==> src/common/zynq_shell_pkg.sv <==
`default_nettype none

package zynq_shell_pkg;

   // ----------------------------------------
   // bus geometry
   // ----------------------------------------

   localparam int data_width_lp = 32;
   localparam int addr_width_lp = 5;
   // byte offset bits sit below the word index
   localparam int addr_lsb_lp = 2;
   localparam int word_idx_width_lp = addr_width_lp - addr_lsb_lp;

   // only OKAY is ever returned on B and R
   localparam logic [1:0] resp_okay_lp = 2'b00;

   typedef logic [data_width_lp-1:0] word_t;
   typedef logic [word_idx_width_lp-1:0] word_idx_t;

   // ----------------------------------------
   // fifo sizing
   // ----------------------------------------

   localparam int fifo_depth_lp = 4;
   localparam int fifo_ptr_width_lp = $clog2(fifo_depth_lp);

   typedef logic [fifo_ptr_width_lp-1:0] fifo_ptr_t;
   // one extra bit so a full fifo can count to depth
   typedef logic [fifo_ptr_width_lp:0] fifo_count_t;

   localparam int num_ctrl_regs_lp = 2;
   // words visible to reads, 6 and 7 fall outside and read zero
   localparam int num_rd_words_lp = 6;

   // ----------------------------------------
   // address map, in word indices
   // ----------------------------------------

   // read side
   localparam word_idx_t rd_ctrl0_lp = 3'd0;
   localparam word_idx_t rd_ctrl1_lp = 3'd1;
   localparam word_idx_t rd_pl_fifo_head_lp = 3'd2;
   localparam word_idx_t rd_pl_fifo_count_lp = 3'd3;
   localparam word_idx_t rd_ps_fifo_free_lp = 3'd4;
   localparam word_idx_t rd_status_lp = 3'd5;

   // write side, anything else is acked and dropped
   localparam word_idx_t wr_ctrl0_lp = 3'd0;
   localparam word_idx_t wr_ctrl1_lp = 3'd1;
   localparam word_idx_t wr_ps_fifo_push_lp = 3'd2;

   // one accepted write transfer
   typedef struct packed {
      logic v;
      word_idx_t idx;
      word_t data;
   } wr_req_t;

   // one accepted read transfer
   typedef struct packed {
      logic v;
      word_idx_t idx;
   } rd_req_t;

endpackage

`default_nettype wire

==> src/hw/axil/axil_write_channel.sv <==
`default_nettype none
`timescale 1ns/10ps

module axil_write_channel
   import zynq_shell_pkg::*;
(
   input  logic                     S_AXI_ACLK,
   input  logic                     S_AXI_ARESETN,
   input  logic [addr_width_lp-1:0] awaddr_i,
   input  logic                     awvalid_i,
   output logic                     awready_o,
   input  logic [data_width_lp-1:0] wdata_i,
   input  logic                     wvalid_i,
   output logic                     wready_o,
   output logic [1:0]               bresp_o,
   output logic                     bvalid_o,
   input  logic                     bready_i,
   output wr_req_t                  wr_req_o
);

   // aw_en low means a write is in flight and its response not yet taken
   logic aw_en_r;
   // AWREADY and WREADY always pulse together
   logic ready_r;
   logic bvalid_r;
   word_idx_t idx_r;

   logic accept;
   logic handshake;
   logic resp_done;

   // both address and data present, nothing outstanding
   assign accept = ~ready_r & awvalid_i & wvalid_i & aw_en_r;
   // the single cycle where the transfer actually completes
   assign handshake = ready_r & awvalid_i & wvalid_i;
   assign resp_done = bvalid_r & bready_i;

   // ----------------------------------------
   // ready pulse and single outstanding gate
   // ----------------------------------------

   always_ff @(posedge S_AXI_ACLK)
   begin
      if (!S_AXI_ARESETN)
      begin
         ready_r <= 1'b0;
         aw_en_r <= 1'b1;
      end
      else
      begin
         ready_r <= accept;
         if (accept)
            aw_en_r <= 1'b0;
         else if (resp_done)
            aw_en_r <= 1'b1;
      end
   end

   // word index taken when the ready pulse is launched
   always_ff @(posedge S_AXI_ACLK)
   begin
      if (accept)
         idx_r <= awaddr_i[addr_lsb_lp +: word_idx_width_lp];
   end

   // ----------------------------------------
   // write response
   // ----------------------------------------

   always_ff @(posedge S_AXI_ACLK)
   begin
      if (!S_AXI_ARESETN)
         bvalid_r <= 1'b0;
      else if (handshake && !bvalid_r)
         bvalid_r <= 1'b1;
      else if (resp_done)
         bvalid_r <= 1'b0;
   end

   assign awready_o = ready_r;
   assign wready_o = ready_r;
   assign bvalid_o = bvalid_r;
   assign bresp_o = resp_okay_lp;

   // request to the map, data comes straight off the W channel
   assign wr_req_o.v = handshake;
   assign wr_req_o.idx = idx_r;
   assign wr_req_o.data = wdata_i;

endmodule

`default_nettype wire

==> src/hw/axil/axil_read_channel.sv <==
`default_nettype none
`timescale 1ns/10ps

module axil_read_channel
   import zynq_shell_pkg::*;
(
   input  logic                     S_AXI_ACLK,
   input  logic                     S_AXI_ARESETN,
   input  logic [addr_width_lp-1:0] araddr_i,
   input  logic                     arvalid_i,
   output logic                     arready_o,
   output logic [data_width_lp-1:0] rdata_o,
   output logic [1:0]               rresp_o,
   output logic                     rvalid_o,
   input  logic                     rready_i,
   output rd_req_t                  rd_req_o,
   input  word_t                    rd_data_i
);

   logic arready_r;
   logic rvalid_r;
   word_idx_t idx_r;
   word_t rdata_r;

   logic accept;
   logic rd_fire;

   // hold off a new address while a response is still waiting
   assign accept = ~arready_r & arvalid_i & ~rvalid_r;
   assign rd_fire = arready_r & arvalid_i & ~rvalid_r;

   // ----------------------------------------
   // address phase
   // ----------------------------------------

   always_ff @(posedge S_AXI_ACLK)
   begin
      if (!S_AXI_ARESETN)
         arready_r <= 1'b0;
      else
         arready_r <= accept;
   end

   always_ff @(posedge S_AXI_ACLK)
   begin
      if (accept)
         idx_r <= araddr_i[addr_lsb_lp +: word_idx_width_lp];
   end

   // ----------------------------------------
   // data phase
   // ----------------------------------------

   always_ff @(posedge S_AXI_ACLK)
   begin
      if (!S_AXI_ARESETN)
         rvalid_r <= 1'b0;
      else if (rd_fire)
         rvalid_r <= 1'b1;
      else if (rvalid_r && rready_i)
         rvalid_r <= 1'b0;
   end

   // word from the map is sampled in the handshake cycle and held
   always_ff @(posedge S_AXI_ACLK)
   begin
      if (rd_fire)
         rdata_r <= rd_data_i;
   end

   assign arready_o = arready_r;
   assign rvalid_o = rvalid_r;
   assign rdata_o = rdata_r;
   assign rresp_o = resp_okay_lp;

   assign rd_req_o.v = rd_fire;
   assign rd_req_o.idx = idx_r;

endmodule

`default_nettype wire

==> src/hw/word_fifo.sv <==
`default_nettype none
`timescale 1ns/10ps

module word_fifo
   import zynq_shell_pkg::*;
(
   input  logic        S_AXI_ACLK,
   input  logic        S_AXI_ARESETN,
   // input side, valid/ready
   input  logic        v_i,
   output logic        ready_o,
   input  word_t       data_i,
   // output side, valid/yumi
   output logic        v_o,
   output word_t       data_o,
   input  logic        yumi_i,
   output fifo_count_t count_o
);

   word_t mem_r [fifo_depth_lp];
   fifo_ptr_t wr_ptr_r;
   fifo_ptr_t rd_ptr_r;
   fifo_count_t count_r;

   logic push;
   logic pop;

   // ready depends only on occupancy, never on yumi
   assign ready_o = (count_r < fifo_count_t'(fifo_depth_lp));
   assign v_o = (count_r != '0);
   assign push = v_i & ready_o;
   // yumi is only legal while v_o is high
   assign pop = yumi_i;

   // ----------------------------------------
   // storage
   // ----------------------------------------

   always_ff @(posedge S_AXI_ACLK)
   begin
      if (push)
         mem_r[wr_ptr_r] <= data_i;
   end

   // head is read combinationally
   assign data_o = mem_r[rd_ptr_r];

   // ----------------------------------------
   // pointers and occupancy
   // ----------------------------------------

   always_ff @(posedge S_AXI_ACLK)
   begin
      if (!S_AXI_ARESETN)
      begin
         wr_ptr_r <= '0;
         rd_ptr_r <= '0;
         count_r <= '0;
      end
      else
      begin
         // pointers wrap on their own since depth is a power of two
         if (push)
            wr_ptr_r <= wr_ptr_r + fifo_ptr_t'(1);
         if (pop)
            rd_ptr_r <= rd_ptr_r + fifo_ptr_t'(1);
         case ({push, pop})
            2'b10: count_r <= count_r + fifo_count_t'(1);
            2'b01: count_r <= count_r - fifo_count_t'(1);
            // push and pop together leave the count alone
            default: count_r <= count_r;
         endcase
      end
   end

   assign count_o = count_r;

endmodule

`default_nettype wire

==> src/hw/csr_map.sv <==
`default_nettype none
`timescale 1ns/10ps

module csr_map
   import zynq_shell_pkg::*;
(
   input  logic                               S_AXI_ACLK,
   input  logic                               S_AXI_ARESETN,
   input  wr_req_t                            wr_req_i,
   input  rd_req_t                            rd_req_i,
   output word_t                              rd_data_o,
   output word_t [num_ctrl_regs_lp-1:0]       csr_data_o,
   output logic  [num_ctrl_regs_lp-1:0]       csr_data_new_o,
   input  word_t                              status_i,
   // fifo toward the logic
   output logic                               ps_push_o,
   input  logic                               ps_ready_i,
   input  fifo_count_t                        ps_count_i,
   // fifo toward the processor
   input  word_t                              pl_head_i,
   input  logic                               pl_valid_i,
   output logic                               pl_pop_o,
   input  fifo_count_t                        pl_count_i
);

   word_t [num_ctrl_regs_lp-1:0] csr_r;
   logic [num_ctrl_regs_lp-1:0] csr_wr_en;
   logic [num_ctrl_regs_lp-1:0] csr_new_r;

   word_t [num_rd_words_lp-1:0] rd_words;
   logic [num_rd_words_lp-1:0] rd_sel;
   fifo_count_t ps_free;

   // ----------------------------------------
   // write decode
   // ----------------------------------------

   // control registers occupy write indices 0 and 1
   always_comb
   begin
      for (int k = 0; k < num_ctrl_regs_lp; k++)
         csr_wr_en[k] = wr_req_i.v && (wr_req_i.idx == word_idx_t'(k));
   end

   always_ff @(posedge S_AXI_ACLK)
   begin
      if (!S_AXI_ARESETN)
      begin
         csr_r <= '0;
         csr_new_r <= '0;
      end
      else
      begin
         for (int k = 0; k < num_ctrl_regs_lp; k++)
         begin
            if (csr_wr_en[k])
               csr_r[k] <= wr_req_i.data;
         end
         // new pulse lines up with the first cycle of the new value
         csr_new_r <= csr_wr_en;
      end
   end

   assign csr_data_o = csr_r;
   assign csr_data_new_o = csr_new_r;

   // writes into a full fifo are silently dropped
   assign ps_push_o = wr_req_i.v && (wr_req_i.idx == wr_ps_fifo_push_lp) && ps_ready_i;

   // ----------------------------------------
   // read decode and mux
   // ----------------------------------------

   assign ps_free = fifo_count_t'(fifo_depth_lp) - ps_count_i;

   // word order here is the read address map
   assign rd_words[rd_ctrl0_lp] = csr_r[0];
   assign rd_words[rd_ctrl1_lp] = csr_r[1];
   assign rd_words[rd_pl_fifo_head_lp] = pl_head_i;
   assign rd_words[rd_pl_fifo_count_lp] = word_t'(pl_count_i);
   assign rd_words[rd_ps_fifo_free_lp] = word_t'(ps_free);
   assign rd_words[rd_status_lp] = status_i;

   // one-hot select, empty for indices past the map
   always_comb
   begin
      for (int k = 0; k < num_rd_words_lp; k++)
         rd_sel[k] = rd_req_i.v && (rd_req_i.idx == word_idx_t'(k));
   end

   always_comb
   begin
      rd_data_o = '0;
      for (int k = 0; k < num_rd_words_lp; k++)
      begin
         if (rd_sel[k])
            rd_data_o = rd_data_o | rd_words[k];
      end
   end

   // only dequeue the head when there is one
   assign pl_pop_o = rd_sel[rd_pl_fifo_head_lp] & pl_valid_i;

endmodule

`default_nettype wire

==> src/hw/zynq_pl_shell.sv <==
`default_nettype none
`timescale 1ns/10ps

module zynq_pl_shell
   import zynq_shell_pkg::*;
(
   input  logic                           S_AXI_ACLK,
   input  logic                           S_AXI_ARESETN,
   // AXI4-Lite slave
   input  logic [addr_width_lp-1:0]       S_AXI_AWADDR,
   input  logic [2:0]                     S_AXI_AWPROT,
   input  logic                           S_AXI_AWVALID,
   output logic                           S_AXI_AWREADY,
   input  logic [data_width_lp-1:0]       S_AXI_WDATA,
   input  logic [(data_width_lp/8)-1:0]   S_AXI_WSTRB,
   input  logic                           S_AXI_WVALID,
   output logic                           S_AXI_WREADY,
   output logic [1:0]                     S_AXI_BRESP,
   output logic                           S_AXI_BVALID,
   input  logic                           S_AXI_BREADY,
   input  logic [addr_width_lp-1:0]       S_AXI_ARADDR,
   input  logic [2:0]                     S_AXI_ARPROT,
   input  logic                           S_AXI_ARVALID,
   output logic                           S_AXI_ARREADY,
   output logic [data_width_lp-1:0]       S_AXI_RDATA,
   output logic [1:0]                     S_AXI_RRESP,
   output logic                           S_AXI_RVALID,
   input  logic                           S_AXI_RREADY,
   // words from the processor into the logic
   output word_t                          ps_fifo_data_o,
   output logic                           ps_fifo_v_o,
   input  logic                           ps_fifo_yumi_i,
   // words from the logic up to the processor
   input  word_t                          pl_fifo_data_i,
   input  logic                           pl_fifo_v_i,
   output logic                           pl_fifo_ready_o,
   // control and status words
   output word_t [num_ctrl_regs_lp-1:0]   csr_data_o,
   output logic  [num_ctrl_regs_lp-1:0]   csr_data_new_o,
   input  word_t                          status_i
);

   wr_req_t wr_req;
   rd_req_t rd_req;
   word_t rd_data;

   logic ps_push;
   logic ps_ready;
   fifo_count_t ps_count;

   word_t pl_head;
   logic pl_valid;
   logic pl_pop;
   fifo_count_t pl_count;

   // ----------------------------------------
   // bus side
   // ----------------------------------------

   // AWPROT, ARPROT and WSTRB are not interpreted
   axil_write_channel i_wr_chan (
      .S_AXI_ACLK   (S_AXI_ACLK),
      .S_AXI_ARESETN(S_AXI_ARESETN),
      .awaddr_i     (S_AXI_AWADDR),
      .awvalid_i    (S_AXI_AWVALID),
      .awready_o    (S_AXI_AWREADY),
      .wdata_i      (S_AXI_WDATA),
      .wvalid_i     (S_AXI_WVALID),
      .wready_o     (S_AXI_WREADY),
      .bresp_o      (S_AXI_BRESP),
      .bvalid_o     (S_AXI_BVALID),
      .bready_i     (S_AXI_BREADY),
      .wr_req_o     (wr_req)
   );

   axil_read_channel i_rd_chan (
      .S_AXI_ACLK   (S_AXI_ACLK),
      .S_AXI_ARESETN(S_AXI_ARESETN),
      .araddr_i     (S_AXI_ARADDR),
      .arvalid_i    (S_AXI_ARVALID),
      .arready_o    (S_AXI_ARREADY),
      .rdata_o      (S_AXI_RDATA),
      .rresp_o      (S_AXI_RRESP),
      .rvalid_o     (S_AXI_RVALID),
      .rready_i     (S_AXI_RREADY),
      .rd_req_o     (rd_req),
      .rd_data_i    (rd_data)
   );

   csr_map i_csr_map (
      .S_AXI_ACLK    (S_AXI_ACLK),
      .S_AXI_ARESETN (S_AXI_ARESETN),
      .wr_req_i      (wr_req),
      .rd_req_i      (rd_req),
      .rd_data_o     (rd_data),
      .csr_data_o    (csr_data_o),
      .csr_data_new_o(csr_data_new_o),
      .status_i      (status_i),
      .ps_push_o     (ps_push),
      .ps_ready_i    (ps_ready),
      .ps_count_i    (ps_count),
      .pl_head_i     (pl_head),
      .pl_valid_i    (pl_valid),
      .pl_pop_o      (pl_pop),
      .pl_count_i    (pl_count)
   );

   // ----------------------------------------
   // logic side fifos
   // ----------------------------------------

   // push data is the W channel word of the current transfer
   word_fifo i_ps_fifo (
      .S_AXI_ACLK   (S_AXI_ACLK),
      .S_AXI_ARESETN(S_AXI_ARESETN),
      .v_i          (ps_push),
      .ready_o      (ps_ready),
      .data_i       (wr_req.data),
      .v_o          (ps_fifo_v_o),
      .data_o       (ps_fifo_data_o),
      .yumi_i       (ps_fifo_yumi_i),
      .count_o      (ps_count)
   );

   word_fifo i_pl_fifo (
      .S_AXI_ACLK   (S_AXI_ACLK),
      .S_AXI_ARESETN(S_AXI_ARESETN),
      .v_i          (pl_fifo_v_i),
      .ready_o      (pl_fifo_ready_o),
      .data_i       (pl_fifo_data_i),
      .v_o          (pl_valid),
      .data_o       (pl_head),
      .yumi_i       (pl_pop),
      .count_o      (pl_count)
   );

endmodule

`default_nettype wire

==> config.mk <==
export PLATFORM = sky130hd
export DESIGN_NAME = zynq_pl_shell
export DESIGN_NICKNAME = d
export VERILOG_FILES = /design/src/common/zynq_shell_pkg.sv /design/src/hw/axil/axil_write_channel.sv /design/src/hw/axil/axil_read_channel.sv /design/src/hw/word_fifo.sv /design/src/hw/csr_map.sv /design/src/hw/zynq_pl_shell.sv
export SDC_FILE = /design/constraint.sdc
export NUM_CORES = 1
export LEC_CHECK = 0
export ABC_AREA = 1
export BUFFER_PORTS_ARGS = -buffer_cell sky130_fd_sc_hd__buf_2
export CAP_MARGIN = 20
export CELL_PAD_IN_SITES_DETAIL_PLACEMENT = 0
export CELL_PAD_IN_SITES_GLOBAL_PLACEMENT = 1
export CORE_MARGIN = 2
export CORE_UTILIZATION = 30
export DETAILED_ROUTE_END_ITERATION = 12
export GPL_ROUTABILITY_DRIVEN = 0
export GPL_TIMING_DRIVEN = 0
export PLACE_DENSITY = 0.7
export SLEW_MARGIN = 0
export SYNTH_ARGS = -nofsm -noshare
export SYNTH_HDL_FRONTEND = slang
export SYNTH_SLANG_ARGS = --single-unit
==> constraint.sdc <==
create_clock -name S_AXI_ACLK -period 3.5 [get_ports S_AXI_ACLK]
set_input_delay 0.35 -clock S_AXI_ACLK [delete_from_list [all_inputs] [get_ports S_AXI_ACLK]]
set_output_delay 0.35 -clock S_AXI_ACLK [all_outputs]
set_load 0.02 [all_outputs]
==> impl_metrics.ini <==
[timing]
holdWs_ps = 68.2
finalHoldViolations = 0
clock.fmax_mhz = 364
setup_tns_ps = 0
slew_violations = 0
final.setup.worst_slack_ps = 756
setup_viol = 0
rsz0062_at_grt = no
finalClockSkew_ps = 28.1
slew_headroom_pct = 53.5
tightest_slew_ps = 698
period_share_pct = 78.4
fin_crit_ps = 2740

[logic_synthesis]
synth-edff-count = 294
synth_area_leaders = edfxtp_1 57%, dfxtp_1 11%, nor2_1 8.3%
synthTopCellsByCount = 345 x nor2_1, 294 x edfxtp_1, 154 x nand2_1
syn-cell-area_sq_um = 15500
synth_top_cell_area_share_pct = 56.8
yosysUniqueCellTypes = 27
yosys.area.top_type = edfxtp_1
synth_most_common_cell = nor2_1
ys_async_sr_fraction_pct = 0
yosys_warnings = 0
ys_seq_elements = 383
synth.yosys.seq_area_share_pct = 68.3
synth_ff_type = edfxtp_1
syn_area_per_cell_sq_um = 10.7
synthCells = 1451

[finish]
fin_cells = 2508
post-route-util_pct = 38.5
nFillCells = 5088
drive_above_1_share_pct = 23.2
areaGrowthSynthToFinish_pct = 27.1
nNetsFinal = 1931
final_area_sq_um = 19700

[clock_tree]
clkTransAtPathRegs_ps = 60
clockBufferDepth = 3
cts_num_sinks = 383
htree_levels = 2
clock_latency_ps = 570
cts_tree = done
numCtsBuffers = 43
cts_setup_buffers = 0
ctsRootBufferMaster = clkbuf_16

[critical_path]
critPathMaxFanout = 8
rr_worst_depth = 15
regToRegEndpoint = i_ps_fifo.count_o[2]
rr_startpoint = i_ps_fifo.count_o[0]
arrival_ps = 3190
path_class = flip-flop to flip-flop
reg2reg_slack_ps = 760
required_ps = 3950
cp-end-kind = flip-flop
worst_setup_path_start_kind = flip-flop

[detailed_routing]
wl_per_cell_microns = 19.7
viasPerCell = 4.59
wirelength_mm = 49.3
drt_iter0_drc = 905
first_pass_iters = 5
drc = 0
num_vias = 11510
ant_nets = 0

[global_route]
gr-total-overflow = 0
track_usage_pct = 18.2
grt_pass1_vias = 11037
antenna_found_initial = 3
grt_first_pass_wirelength_mm = 71.0
grt_start_max_net_pins = 42

[job]
maxCapViolCount = 0

[hold_path]
hold_path_class = input pin to flip-flop
min_from = S_AXI_WDATA[22]
hold_depth = 1
hold_end = i_ps_fifo.mem_r[2][22]

[power]
leakage_nw = 7.89
finalPower_mw = 10.5
vdd_ir_drop_max_mv = 0.400
p_per_area_nw_per_um2 = 534

[floorplanning]
dieArea_sq_um = 53600
coreArea_sq_um = 51300
start_util_pct = 30.3
rows = 83
fp.dieW_microns = 232
fp.dieH_microns = 232
io_pins = 266

[place]
port_buffers = 246
place_area_sq_um = 17900
place_worst_setup_slack_ps = 786
place_inst = 2388
dp_hpwl_mm = 36.5

[run_status]
status = complete, no violations
## sequential cells by signal, summed over array words and instances, names as in the netlist, named ones only
name / count
i_pl_fifo.mem_r: 128
i_ps_fifo.mem_r: 128
i_csr_map.csr_data_o: 64
i_rd_chan.rdata_o: 32
i_pl_fifo.count_o: 3
i_ps_fifo.count_o: 3
i_rd_chan.idx_r: 3
i_wr_chan.idx_r: 3
i_csr_map.csr_data_new_o: 2
i_pl_fifo.rd_ptr_r: 2
i_pl_fifo.wr_ptr_r: 2
i_ps_fifo.rd_ptr_r: 2
i_ps_fifo.wr_ptr_r: 2
i_rd_chan.arready_o: 1
i_rd_chan.rvalid_o: 1
i_wr_chan.aw_en_r: 1
i_wr_chan.awready_o: 1
i_wr_chan.bvalid_o: 1
## cells by family (layout without fill, tap and decap cells)
family / Yosys count / after routing / share of synthesized area, %
adders and majority gates: 15 / 15 / 1.31
other: 1 / 6 / 0.0241
and+or+nand+nor: 627 / 627 / 16.8
DFF: 383 / 383 / 68.3
buffers and inverters: 175 / 547 / 5.24
AOI/OAI and AO/OA: 250 / 250 / 8.32
## cells in the final DEF (no fill, tap or decap), types with 5 or more instances in the layout
| master | synthesis | final |
|---|---|---|
| nor2_1 | 345 | 337 |
| edfxtp_1 | 294 | 294 |
| buf_2 | 31 | 277 |
| nand2_1 | 154 | 154 |
| o21ai_1 | 118 | 118 |
| nand3_1 | 95 | 95 |
| dfxtp_1 | 89 | 89 |
| o21ai_0 | 83 | 83 |
| inv_1 | 82 | 82 |
| clkbuf_16 | 0 | 44 |
| dlygate4sd3_1 | 0 | 38 |
| o22ai_1 | 33 | 33 |
| clkbuf_1 | 24 | 31 |
| a21oi_1 | 16 | 16 |
| buf_4 | 15 | 15 |
| ha_1 | 13 | 13 |
| inv_2 | 12 | 12 |
| nand2_2 | 12 | 12 |
| nor2_4 | 3 | 11 |
| nand3_2 | 11 | 11 |
| buf_12 | 1 | 8 |
| bufinv_16 | 0 | 8 |
| buf_6 | 6 | 6 |
| clkinv_1 | 0 | 6 |
| clkinv_2 | 0 | 5 |
## worst max-delay path, stage by stage, from the launching register on
cell     delay [ps]
dfxtp_1         400
inv_1           110
ha_1            240
ha_1            200
inv_1            50
nand2_1          40
nor2_1          110
nand3_1         410
ha_1            400
inv_1            90
fa_1            190
inv_1            50
nand2_1          50
nand3_1          80
o21ai_0         150
a21oi_1          50
## layout make-up
cell class / count / area (sq um) / area share (%)
Sequential cell: 383 / 10600 / 53.7
Multi-Input combinational cell: 896 / 4180 / 21.2
Timing Repair Buffer: 292 / 1780 / 9.01
Clock buffer: 51 / 1130 / 5.71
Tap cell: 680 / 851 / 4.31
Buffer: 81 / 460 / 2.33
Clock inverter: 29 / 379 / 1.92
Inverter: 94 / 353 / 1.79
Antenna cell: 2 / 5.00 / 0.0253
## how the worst max path moves through the flow
stage,from,depth (start not counted),endpoint
2_1_floorplan,i_ps_fifo.count_o[0],8,i_ps_fifo.mem_r[0][0]
3_3_place_gp,i_ps_fifo.count_o[0],8,i_ps_fifo.mem_r[3][28]
3_5_place_dp,i_ps_fifo.count_o[0],15,i_ps_fifo.count_o[2]
4_1_cts,i_ps_fifo.count_o[0],15,i_ps_fifo.count_o[2]
5_1_grt,i_ps_fifo.count_o[0],15,i_ps_fifo.count_o[2]
6_report,i_ps_fifo.count_o[0],15,i_ps_fifo.count_o[2]
## timing repair
item                                    CTS  global route
resized for setup                         0             0
endpoints found under the setup margin    0             0
hold buffers                             38             0
hold endpoints to repair                134             0
## report_power, final
part | leakage, nW | switching [mW] | internal, mW
combinational | 3.80 | 0.488 | 0.234
clock | 0.725 | 1.87 | 2.91
sequential | 3.36 | 0.0410 | 5.00
## per-layer routing
layer	wire (microns)	global-route usage (%)	share of wire (%)
met4	1160	5.59	2.4
met2	23600	30.3	48
met5	13	0	0.026
met1	20800	23.6	42
met3	3720	3.88	7.5
Power figures use the tool's default switching activity.
